File: src/rtl/idt_consts.svh
`ifndef IDT_CONSTS_SVH
`define IDT_CONSTS_SVH

// Descriptor table geometry
`define IDT_ENTRIES 64
`define IDT_STRIDE_SHIFT 3

// Field positions in the first descriptor word
`define IDT_BIT_VALID 0
`define IDT_BIT_MASK 1
`define IDT_LEVEL_LSB 16

// Queue depths
`define IDT_RSP_DEPTH 4
`define IRQ_EVT_DEPTH 4

`endif

File: src/rtl/idt_pkg.sv
`include "idt_consts.svh"

package idt_pkg;

	// Table index, wide enough for every entry
	typedef logic [$clog2(`IDT_ENTRIES)-1:0] idt_index_t;

	// Priority level, 3 is the highest
	typedef logic [1:0] irq_level_t;

	// Data and address word of the load port
	typedef logic [31:0] mem_word_t;

	// Per-entry interrupt configuration
	typedef struct packed {
		logic       valid;
		logic       mask;
		irq_level_t level;
	} irq_conf_t;

	// Event handed to the pipeline
	typedef struct packed {
		idt_index_t entry;
		irq_level_t level;
	} irq_event_t;

endpackage

File: src/rtl/idt_loader.sv
`timescale 1ns/1ps
`include "idt_consts.svh"

module idt_loader
	import idt_pkg::*;
(
	input  logic       iCLOCK,
	input  logic       inRESET,
	input  logic       reset_sync,
	input  logic       start,
	input  mem_word_t  idtr,
	output logic       done,
	output logic       loading,
	output logic       mem_req_valid,
	input  logic       mem_req_ready,
	output mem_word_t  mem_req_addr,
	input  logic       rsp_valid,
	output logic       rsp_ready,
	input  mem_word_t  rsp_data,
	output logic       wr_en,
	output idt_index_t wr_index,
	output irq_conf_t  wr_conf
);
	typedef enum logic {
		IDLE,
		LOAD
	} state_t;

	localparam logic [6:0] LAST = 7'(`IDT_ENTRIES);
	localparam logic [6:0] MAX_OUTSTANDING = 7'(`IDT_RSP_DEPTH);

	state_t state;
	logic [6:0] iss_cnt;
	logic [6:0] rcv_cnt;
	logic [6:0] outstanding;
	logic req_fire;
	logic rsp_pop;
	logic done_q;

	assign loading = (state == LOAD);
	assign done = done_q;

	// Reads in flight or parked in the response FIFO
	assign outstanding = iss_cnt - rcv_cnt;

	// Held steady while waiting since outstanding can only shrink
	assign mem_req_valid = loading && (iss_cnt < LAST) && (outstanding < MAX_OUTSTANDING);
	assign mem_req_addr = idtr + (mem_word_t'(iss_cnt) << `IDT_STRIDE_SHIFT);
	assign req_fire = mem_req_valid && mem_req_ready;

	assign rsp_ready = loading && (rcv_cnt < LAST);
	assign rsp_pop = rsp_valid && rsp_ready;

	// Descriptor word sliced straight into the table write
	assign wr_en = rsp_pop;
	assign wr_index = idt_index_t'(rcv_cnt);
	assign wr_conf.valid = rsp_data[`IDT_BIT_VALID];
	assign wr_conf.mask = rsp_data[`IDT_BIT_MASK];
	assign wr_conf.level = rsp_data[`IDT_LEVEL_LSB +: $bits(irq_level_t)];

	always_ff @(posedge iCLOCK or negedge inRESET) begin
		if (!inRESET) begin
			state <= IDLE;
			iss_cnt <= '0;
			rcv_cnt <= '0;
			done_q <= 1'b0;
		end else if (reset_sync) begin
			state <= IDLE;
			iss_cnt <= '0;
			rcv_cnt <= '0;
			done_q <= 1'b0;
		end else begin
			case (state)
				IDLE: begin
					done_q <= 1'b0;
					if (start) begin
						state <= LOAD;
						iss_cnt <= '0;
						rcv_cnt <= '0;
					end
				end
				LOAD: begin
					if (req_fire) begin
						iss_cnt <= iss_cnt + 7'd1;
					end
					if (rsp_pop) begin
						rcv_cnt <= rcv_cnt + 7'd1;
					end
					// Last entry written on the previous edge
					if (rcv_cnt == LAST) begin
						state <= IDLE;
						done_q <= 1'b1;
					end
				end
				default: begin
					state <= IDLE;
				end
			endcase
		end
	end

endmodule

File: src/rtl/idt_subsystem.sv
`timescale 1ns/1ps
`include "idt_consts.svh"

module idt_subsystem
	import idt_pkg::*;
(
	input  logic                    iCLOCK,
	input  logic                    inRESET,
	input  logic                    reset_sync,
	input  logic                    start,
	input  mem_word_t               idtr,
	output logic                    done,
	output logic                    mem_req_valid,
	input  logic                    mem_req_ready,
	output mem_word_t               mem_req_addr,
	input  logic                    mem_rsp_valid,
	output logic                    mem_rsp_ready,
	input  mem_word_t               mem_rsp_data,
	input  logic [`IDT_ENTRIES-1:0] irq_req,
	output logic                    irq_valid,
	input  logic                    irq_ready,
	output idt_index_t              irq_entry,
	output irq_level_t              irq_level,
	output logic                    overflow
);
	logic loading;

	// Response FIFO to loader
	logic rsp_valid;
	logic rsp_ready;
	mem_word_t rsp_data;

	// Loader to table
	logic wr_en;
	idt_index_t wr_index;
	irq_conf_t wr_conf;

	irq_conf_t [`IDT_ENTRIES-1:0] conf_all;

	// Selector to event FIFO
	logic evt_valid;
	logic evt_ready;
	irq_event_t evt_data;
	irq_event_t irq_evt;

	assign irq_entry = irq_evt.entry;
	assign irq_level = irq_evt.level;

	idt_loader loader_i (
		.iCLOCK        (iCLOCK),
		.inRESET       (inRESET),
		.reset_sync    (reset_sync),
		.start         (start),
		.idtr          (idtr),
		.done          (done),
		.loading       (loading),
		.mem_req_valid (mem_req_valid),
		.mem_req_ready (mem_req_ready),
		.mem_req_addr  (mem_req_addr),
		.rsp_valid     (rsp_valid),
		.rsp_ready     (rsp_ready),
		.rsp_data      (rsp_data),
		.wr_en         (wr_en),
		.wr_index      (wr_index),
		.wr_conf       (wr_conf)
	);

	sync_fifo #(
		.T     (mem_word_t),
		.DEPTH (`IDT_RSP_DEPTH)
	) rsp_fifo_i (
		.iCLOCK     (iCLOCK),
		.inRESET    (inRESET),
		.reset_sync (reset_sync),
		.in_valid   (mem_rsp_valid),
		.in_ready   (mem_rsp_ready),
		.in_data    (mem_rsp_data),
		.out_valid  (rsp_valid),
		.out_ready  (rsp_ready),
		.out_data   (rsp_data)
	);

	irq_config_table table_i (
		.iCLOCK     (iCLOCK),
		.inRESET    (inRESET),
		.reset_sync (reset_sync),
		.wr_en      (wr_en),
		.wr_index   (wr_index),
		.wr_conf    (wr_conf),
		.conf_all   (conf_all)
	);

	irq_priority_select select_i (
		.iCLOCK     (iCLOCK),
		.inRESET    (inRESET),
		.reset_sync (reset_sync),
		.irq_req    (irq_req),
		.loading    (loading),
		.conf_all   (conf_all),
		.evt_valid  (evt_valid),
		.evt_ready  (evt_ready),
		.evt_data   (evt_data),
		.overflow   (overflow)
	);

	sync_fifo #(
		.T     (irq_event_t),
		.DEPTH (`IRQ_EVT_DEPTH)
	) evt_fifo_i (
		.iCLOCK     (iCLOCK),
		.inRESET    (inRESET),
		.reset_sync (reset_sync),
		.in_valid   (evt_valid),
		.in_ready   (evt_ready),
		.in_data    (evt_data),
		.out_valid  (irq_valid),
		.out_ready  (irq_ready),
		.out_data   (irq_evt)
	);

endmodule

File: src/rtl/irq_config_table.sv
`timescale 1ns/1ps
`include "idt_consts.svh"

module irq_config_table
	import idt_pkg::*;
(
	input  logic                          iCLOCK,
	input  logic                          inRESET,
	input  logic                          reset_sync,
	input  logic                          wr_en,
	input  idt_index_t                    wr_index,
	input  irq_conf_t                     wr_conf,
	output irq_conf_t [`IDT_ENTRIES-1:0]  conf_all
);
	irq_conf_t [`IDT_ENTRIES-1:0] entries_q;
	logic [`IDT_ENTRIES-1:0] wr_sel;

	// One-hot write select
	always_comb begin
		wr_sel = '0;
		if (wr_en) begin
			wr_sel[wr_index] = 1'b1;
		end
	end

	// Every entry comes out of reset as invalid
	always_ff @(posedge iCLOCK or negedge inRESET) begin
		if (!inRESET) begin
			entries_q <= '0;
		end else if (reset_sync) begin
			entries_q <= '0;
		end else begin
			for (int i = 0; i < `IDT_ENTRIES; i++) begin
				if (wr_sel[i]) begin
					entries_q[i] <= wr_conf;
				end
			end
		end
	end

	// Whole table visible to the selector
	assign conf_all = entries_q;

endmodule

File: src/rtl/irq_priority_select.sv
`timescale 1ns/1ps
`include "idt_consts.svh"

module irq_priority_select
	import idt_pkg::*;
(
	input  logic                          iCLOCK,
	input  logic                          inRESET,
	input  logic                          reset_sync,
	input  logic [`IDT_ENTRIES-1:0]       irq_req,
	input  logic                          loading,
	input  irq_conf_t [`IDT_ENTRIES-1:0]  conf_all,
	output logic                          evt_valid,
	input  logic                          evt_ready,
	output irq_event_t                    evt_data,
	output logic                          overflow
);
	logic [`IDT_ENTRIES-1:0] cand;
	logic found;
	idt_index_t best_idx;
	irq_level_t best_lvl;
	logic overflow_q;

	// Requested, valid and not masked
	always_comb begin
		for (int i = 0; i < `IDT_ENTRIES; i++) begin
			cand[i] = irq_req[i] && conf_all[i].valid && !conf_all[i].mask;
		end
	end

	// Ascending scan with a strict compare keeps the lowest index on a tie
	always_comb begin
		found = 1'b0;
		best_idx = '0;
		best_lvl = '0;
		for (int i = 0; i < `IDT_ENTRIES; i++) begin
			if (cand[i] && (!found || (conf_all[i].level > best_lvl))) begin
				found = 1'b1;
				best_idx = idt_index_t'(i);
				best_lvl = conf_all[i].level;
			end
		end
	end

	// Table contents are not trusted mid-load
	assign evt_valid = found && !loading;
	assign evt_data.entry = best_idx;
	assign evt_data.level = best_lvl;
	assign overflow = overflow_q;

	// Sticky until reset
	always_ff @(posedge iCLOCK or negedge inRESET) begin
		if (!inRESET) begin
			overflow_q <= 1'b0;
		end else if (reset_sync) begin
			overflow_q <= 1'b0;
		end else if (evt_valid && !evt_ready) begin
			overflow_q <= 1'b1;
		end
	end

endmodule

File: src/rtl/sync_fifo.sv
`timescale 1ns/1ps

module sync_fifo #(
	parameter type T = logic [7:0],
	parameter int DEPTH = 4
) (
	input  logic iCLOCK,
	input  logic inRESET,
	input  logic reset_sync,
	input  logic in_valid,
	output logic in_ready,
	input  T     in_data,
	output logic out_valid,
	input  logic out_ready,
	output T     out_data
);
	localparam int PW = (DEPTH > 1) ? $clog2(DEPTH) : 1;
	localparam int CW = $clog2(DEPTH + 1);

	T mem [DEPTH];
	logic [PW-1:0] wr_ptr;
	logic [PW-1:0] rd_ptr;
	logic [CW-1:0] count;
	logic push;
	logic pop;

	assign in_ready = (count < CW'(DEPTH));
	assign out_valid = (count != '0);
	assign out_data = mem[rd_ptr];
	assign push = in_valid && in_ready;
	assign pop = out_valid && out_ready;

	// Storage, no reset needed
	always_ff @(posedge iCLOCK) begin
		if (push) begin
			mem[wr_ptr] <= in_data;
		end
	end

	always_ff @(posedge iCLOCK or negedge inRESET) begin
		if (!inRESET) begin
			wr_ptr <= '0;
			rd_ptr <= '0;
			count <= '0;
		end else if (reset_sync) begin
			wr_ptr <= '0;
			rd_ptr <= '0;
			count <= '0;
		end else begin
			if (push) begin
				wr_ptr <= (wr_ptr == PW'(DEPTH - 1)) ? '0 : wr_ptr + 1'b1;
			end
			if (pop) begin
				rd_ptr <= (rd_ptr == PW'(DEPTH - 1)) ? '0 : rd_ptr + 1'b1;
			end
			// Simultaneous push and pop leaves the count alone
			if (push && !pop) begin
				count <= count + 1'b1;
			end else if (pop && !push) begin
				count <= count - 1'b1;
			end
		end
	end

endmodule

File: config.mk
export PLATFORM = sky130hd
export DESIGN_NAME = idt_subsystem
export DESIGN_NICKNAME = d
export VERILOG_FILES = /design/src/rtl/idt_pkg.sv /design/src/rtl/idt_loader.sv /design/src/rtl/idt_subsystem.sv /design/src/rtl/irq_config_table.sv /design/src/rtl/irq_priority_select.sv /design/src/rtl/sync_fifo.sv
export VERILOG_INCLUDE_DIRS = /design/src /design/src/rtl
export SDC_FILE = /design/constraint.sdc
export NUM_CORES = 1
export LEC_CHECK = 0
export BUFFER_PORTS_ARGS = -buffer_cell sky130_fd_sc_hd__buf_2
export CAP_MARGIN = 0
export CORE_ASPECT_RATIO = 0.5
export CORE_MARGIN = 3
export CORE_UTILIZATION = 60
export DETAILED_ROUTE_END_ITERATION = 8
export PLACE_DENSITY = 0.79
export SETUP_SLACK_MARGIN = 0.5
export SLEW_MARGIN = 20
export SYNTH_ARGS = -nofsm -noshare
export SYNTH_HDL_FRONTEND = slang
export SYNTH_HIERARCHICAL = 1
export SYNTH_SLANG_ARGS = --single-unit
File: constraint.sdc
create_clock -name iCLOCK -period 99.3 [get_ports iCLOCK]
set_input_delay 14.895 -clock iCLOCK [delete_from_list [all_inputs] [get_ports iCLOCK]]
set_output_delay 14.895 -clock iCLOCK [all_outputs]
set_load 0.01 [all_outputs]
==> results of run 1 <==
==> power groups by stage <==
stage	clock, mW	sequential [mW]	combinational, mW
after floorplan	0	0.145	0.0261
after detailed placement	0	0.146	0.0356
final	0.131	0.144	0.0361
after global placement	0	0.146	0.0349
after global routing	0.140	0.144	0.0396
after CTS	0.134	0.144	0.0357
==> state kept, by name, indices dropped and copies added, names as in the netlist, 3 cells and up <==
signal,count
table_i/conf_all,256
rsp_fifo_i/mem,16
loader_i/rcv_cnt,7
evt_fifo_i/count,3
loader_i/iss_cnt,7
rsp_fifo_i/count,3
evt_fifo_i/mem,32
==> worst max-delay path, delay by kind of cell <==
kind	cells	cell delay, ps
mux	21	7270
buf+inv	12	1280
simple gates	146	19300
fa+ha+maj	75	21390
compound gates	161	30280
==> worst max-delay path by stage <==
stage | startpoint | end | depth (start not counted)
after floorplan | irq_req[0] | evt_fifo_i/mem[0][6] | 407
after global placement | irq_req[0] | evt_fifo_i/mem[0][3] | 407
after detailed placement | irq_req[0] | evt_fifo_i/mem[1][3] | 409
after CTS | irq_req[0] | evt_fifo_i/mem[3][3] | 410
after global routing | irq_req[0] | evt_fifo_i/mem[3][3] | 415
final | irq_req[0] | evt_fifo_i/mem[2][3] | 415
==> metal layers <==
metal / vias up / global-route usage [%] / share of wire, %
li1: 8923 / - / -
met1: 9167 / 37.12 / 45
met2: 534 / 43.88 / 47
met3: 112 / 3.454 / 5.3
met4: 2 / 6.751 / 2.5
met5: - / 0 / 0.023
==> timing repair <==
action / 4_1_cts / 5_1_grt
setup buffers: 0 / 15
pin swaps: 0 / 13
gates resized for setup: 4 / 101
endpoints found under the setup margin: 24 / 32
==> per-stage QoR <==
step	util [%]	area, sq um	worst slack, ps
finish	68.35	25830	5048
global placement	63.84	24120	1358
floorplan	-	23220	10490
detailed placement	63.84	24120	-310.8
global route	68.35	25830	-202.5
CTS	66.80	25240	591.2
==> area by class of cell <==
type,count,area (sq um)
Clock buffer,37,818.3
Timing Repair Buffer,168,914.6
Sequential cell,335,8623
Multi-Input combinational cell,1911,14100
Clock inverter,21,291.5
Inverter,115,431.7
Tap cell,520,650.6
Fill cell,2983,11960
==> results by group, run 1 <==
Run status
  • Status: completed

Timing
  • Final critical-path share of the clock period: 94.92%
  • Final Hold Violating Endpoints: 0
  • Setup Skew: 40.77 ps
  • Fin Setup TNS: 0 ps
  • Fmax achieved: 10.61 MHz
  • Max-slew violation count: 0
  • WHS: 496.4 ps
  • Slew @ Worst Pin: 1077 ps
  • Period minus WS final: 94250 ps
  • Slew margin rel.: 27.61%
  • Setup Viol. Count Final: 0

Power and ir drop
  • Clock share of power: 42.2%
  • Static leakage power: 12.90 nW
  • Part of the power in combinational logic: 11.6%
  • Switch Pwr: 0.08159 mW
  • Int Pwr: 0.2297 mW
  • Register share of total power: 46.2%
  • Sw Share: 26.21%
  • PD cells: 12.05 nW/um^2
  • Max VDD drop: 13.74 uV
  • Tot Pwr: 0.3113 mW

Final layout
  • Most common cell after layout, fill and taps aside: dfrtp_1
  • Most frequent cells in the layout: 287 x dfrtp_1, 277 x nand2b_1, 264 x mux2i_1, 255 x nand2_1, 191 x nor2_1
  • Synthesis-to-finish area growth: 11.24%
  • ANT cells: 0
  • Final Non-Filler Cells: 3107
  • Fin nets: 2796
  • Share of cells above drive strength 1: 16.43%

Detailed routing
  • Avg Vias per Cell: 6.031
  • Pre-antenna DRT Iters: 6
  • Total vias in the final route: 18738
  • Final antenna-violating net count: 0
  • Drt drc: 0
  • Post-DR wirelength/cell: 18.36 um
  • Initial DRC count: 1359
  • WL final: 57030 um

Die
  • Die Height: 145.1 um
  • Placement row count: 50
  • Die Span X: 284.2 um
  • Die area: 41230 sq um
  • Io pins: 180
  • Core footprint: 37790 sq um
  • Initial Util: 61.44%

Place
  • Inst Count DP: 3034
  • PortBufs: 145
  • DP HPWL: 39480 um
  • Final RePlAce weighted congestion: 0.9216

Clocking
  • Bufs on Longest Clock Path: 3
  • H-tree Lvls: 1
  • CTS clk-pin slew, worst paths: 70 ps
  • Clock latency on the worst-skew pair: 600 ps
  • Total clock sinks: 335
  • Root buf cell: clkbuf_16
  • CTS tree: yes
  • TritonCTS Buffers: 31
  • # hold bufs at CTS: 0

Logic synthesis
  • Warnings from Yosys: 6
  • Syn Area/Cell: 9.392 sq um
  • Mapped cell area: 23220 sq um
  • Syn Nets: 2706
  • Syn Inst Count: 2472

Critical path
  • CP Launch Type: input pin
  • CP arrival: 94580 ps
  • Cell mode on critical path: nor2_1
  • Critical path endpoint category: register
  • Worst Path Max Fanout: 8
  • Setup CP Type: input pin to register
  • R2R depth: 414
  • R2R Path Start: table_i/conf_all[2]
  • Worst path slowest cell: mux2_2
  • Crit-path max cell delay: 400 ps
  • R2R setup slack: 18970 ps
  • Required time of the critical path: 99630 ps
  • FF-to-FF End: evt_fifo_i/mem[2][3]

Flow run
  • Max-cap violations: 0

Min path
  • Hold Crit Class: register to register
  • Hold path startpoint: loader_i/done
  • Hold depth: 1
  • Hold worst-path end: loader_i/done

GRT
  • Antenna violations before repair: 1
  • Vias in the first global route: 18274
  • Grt total ovfl: 0
  • Largest net degree at the start of global routing: 117
  • Tot GR Track Use: 26.54%
  • First-pass GRT wire length: 91490 um
Power figures use the tool's default switching activity.
==> run 2, diff against run 1 <==
--- a/config.mk
+++ b/config.mk
@@ -10,9 +10,8 @@
 export CAP_MARGIN = 0
 export CORE_ASPECT_RATIO = 0.5
 export CORE_MARGIN = 3
-export CORE_UTILIZATION = 60
+export CORE_UTILIZATION = 43
 export DETAILED_ROUTE_END_ITERATION = 8
-export PLACE_DENSITY = 0.79
 export SETUP_SLACK_MARGIN = 0.5
 export SLEW_MARGIN = 20
 export SYNTH_ARGS = -nofsm -noshare
==> run 2 against run 1 <==
- final cell count is 6.5% higher
- non-clock buffer count is 17 higher
- core utilization is 19 points lower
- clock power is 4% higher
- critical path type unchanged
==> results by group, run 2 (synthesis gave the netlist of run 1 again) <==
Detailed routing
  • Pre-antenna DRT Iters: 5 (was 6)
  • Initial DRC count: 1228 (was 1359)
  • Final antenna-violating net count: 0 (unchanged)
  • Avg Vias per Cell: 5.525 (was 6.031)
  • Total vias in the final route: 18283 (was 18738)
  • Post-DR wirelength/cell: 18.17 um (was 18.36 um)
  • Drt drc: 0 (unchanged)
  • WL final: 60130 um (was 57030 um)

Place
  • DP HPWL: 41170 um (was 39480 um)
  • PortBufs: 145 (unchanged)
  • Inst Count DP: 3222 (was 3034)
  • Final RePlAce weighted congestion: 0.8536 (was 0.9216)

Power and ir drop
  • Part of the power in combinational logic: 11.7% (was 11.6%)
  • Switch Pwr: 0.08430 mW (was 0.08159 mW)
  • PD cells: 12.10 nW/um^2 (was 12.05 nW/um^2)
  • Int Pwr: 0.2320 mW (was 0.2297 mW)
  • Register share of total power: 45.4% (was 46.2%)
  • Static leakage power: 12.96 nW (was 12.90 nW)
  • Sw Share: 26.65% (was 26.21%)
  • Clock share of power: 42.9% (was 42.2%)
  • Max VDD drop: 8.333 uV (was 13.74 uV)

Critical path
  • Cell mode on critical path: nor2_1 (unchanged)
  • Setup CP Type: input pin to register (unchanged)
  • CP Launch Type: input pin (unchanged)
  • Worst path slowest cell: mux2_2 (unchanged)
  • Required time of the critical path: 99550 ps (was 99630 ps)
  • Critical path endpoint category: register (unchanged)
  • Worst Path Max Fanout: 8 (unchanged)
  • CP arrival: 93640 ps (was 94580 ps)
  • Crit-path max cell delay: 400 ps (about the same)

Timing
  • WHS: 495.9 ps (was 496.4 ps)
  • Max-slew violation count: 0 (unchanged)
  • Setup Skew: 24.23 ps (was 40.77 ps)
  • Fmax achieved: 10.71 MHz (was 10.61 MHz)
  • Setup Viol. Count Final: 0 (unchanged)
  • Period minus WS final: 93380 ps (was 94250 ps)
  • Final critical-path share of the clock period: 94.04% (was 94.92%)
  • Fin Setup TNS: 0 ps (unchanged)
  • Slew margin rel.: 29.39% (was 27.61%)
  • Final Hold Violating Endpoints: 0 (unchanged)
  • RSZ-0062 raised after global routing: no
  • Slew @ Worst Pin: 1052 ps (was 1077 ps)

Clocking
  • Root buf cell: clkbuf_16 (unchanged)
  • H-tree Lvls: 2 (was 1)
  • Bufs on Longest Clock Path: 3 (unchanged)
  • CTS clk-pin slew, worst paths: 60 ps (was 70 ps)
  • Total clock sinks: 335 (unchanged)
  • TritonCTS Buffers: 35 (was 31)
  • Clock latency on the worst-skew pair: 550 ps (was 600 ps)
  • CTS tree: yes (unchanged)

Final layout
  • Synthesis-to-finish area growth: 12.62% (was 11.24%)
  • Fill cell count: 4875 (was 2983)
  • Most common cell after layout, fill and taps aside: dfrtp_1 (unchanged)
  • Share of cells above drive strength 1: 16.95% (was 16.43%)
  • Final Non-Filler Cells: 3309 (was 3107)
  • Most frequent cells in the layout: 287 x dfrtp_1, 277 x nand2b_1, 264 x mux2i_1, 255 x nand2_1, 192 x nor2_1 (was 287 x dfrtp_1, 277 x nand2b_1, 264 x mux2i_1, 255 x nand2_1, 191 x nor2_1)
  • Fin nets: 2817 (was 2796)
  • Final Core Density: 49.68% (was 68.35%)
  • Max reg flops: 256 (unchanged)
  • ANT cells: 0 (unchanged)

Run status
  • Status: completed (unchanged)

Die
  • Die Height: 170.3 um (was 145.1 um)
  • Core footprint: 52630 sq um (was 37790 sq um)
  • Placement row count: 59 (was 50)
  • Initial Util: 44.11% (was 61.44%)
  • Io pins: 180 (unchanged)
  • Die Span X: 334.6 um (was 284.2 um)
  • Die area: 56990 sq um (was 41230 sq um)

GRT
  • Grt total ovfl: 0 (unchanged)
  • Largest net degree at the start of global routing: 130 (was 117)
  • Vias in the first global route: 17938 (was 18274)
  • Antenna violations before repair: 1 (unchanged)
  • First-pass GRT wire length: 96160 um (was 91490 um)
  • Tot GR Track Use: 20.63% (was 26.54%)

Min path
  • Hold Crit Class: register to register (unchanged)

Flow run
  • Max-cap violations: 0 (unchanged)
==> run 2: cell count changes in the layout (fill, tap and decap cells not counted), moves of 2 or more <==
cell and delta:
a21oi_2 +5, clkbuf_1 +2, clkbuf_16 +5, o21ai_4 -2, bufinv_16 -3, clkinv_4 -4
o21ai_1 +2, clkinv_2 +2, nand2b_2 +2, a21oi_1 -4, buf_4 +16, nand2b_4 -2
==> run 2: layer usage <==
metal	wire length [um]	vias to the layer above	GRT usage [%]
met5	7	-	0
met4	1193	2	4.065
met3	2667	79	2.891
met2	27410	351	33.69
met1	28860	8906	29.43
li1	-	8945	-
==> run 2: power groups by stage <==
stage          clock, mW  sequential, mW  combinational, mW
4_1_cts            0.140           0.144             0.0371
3_5_place_dp           0           0.146             0.0369
3_3_place_gp           0           0.146             0.0364
5_1_grt            0.145           0.144             0.0410
2_1_floorplan          0           0.145             0.0261
6_report           0.136           0.144             0.0370
==> run 2: critical path, delay by kind of cell <==
kind | cells | cell delay, ps
and+or+nand+nor | 151 | 20030
adders and majority gates | 75 | 21150
buffers and inverters | 14 | 1610
muxes | 22 | 7560
AOI/OAI and AO/OA | 151 | 28320
==> run 2: cell type report <==
type,instances,area [sq um],area share [%]
multi-input combinational,1911,14010,53.59
sequential,335,8623,32.98
timing repair buffer,185,1046,4.000
clock buffer,45,964.7,3.689
tap,701,877.1,3.354
inverter,115,431.7,1.651
clock inverter,17,192.7,0.7369
==> run 2: path summary, 6_finish.rpt <==
check	from	to	slack (ps)	cells past startpoint
hold reg to reg	select_i/overflow	select_i/overflow	500	2
setup reg to reg	table_i/conf_all[2]	evt_fifo_i/mem[0][6]	19900	412
setup / recovery	irq_req[0]	evt_fifo_i/mem[0][6]	5920	413
max in group asynchronous	inRESET	loader_i/rcv_cnt[1]	82690	3
min in group asynchronous	inRESET	table_i/conf_all[199]	14390	1
hold / removal	select_i/overflow	select_i/overflow	500	2
==> run 2: per-stage QoR <==
| stage | cell area (sq um) | setup slack, ps | power, mW |
|---|---|---|---|
| floorplan | 23220 | 10490 | 0.1709 |
| global placement | 24390 | 787.9 | 0.1826 |
| detailed placement | 24390 | -42.58 | 0.1831 |
| CTS | 25550 | 532.3 | 0.3204 |
| global route | 26150 | 3.887 | 0.3300 |
| finish | 26150 | 5915 | 0.3163 |
==> run 2: timing repair <==
item	CTS	global route
pin swaps	0	19
buffers inserted	0	25
setup endpoints to repair	20	32
gates resized for setup	2	91
hold buffers	0	0
endpoints found under the hold margin	0	0
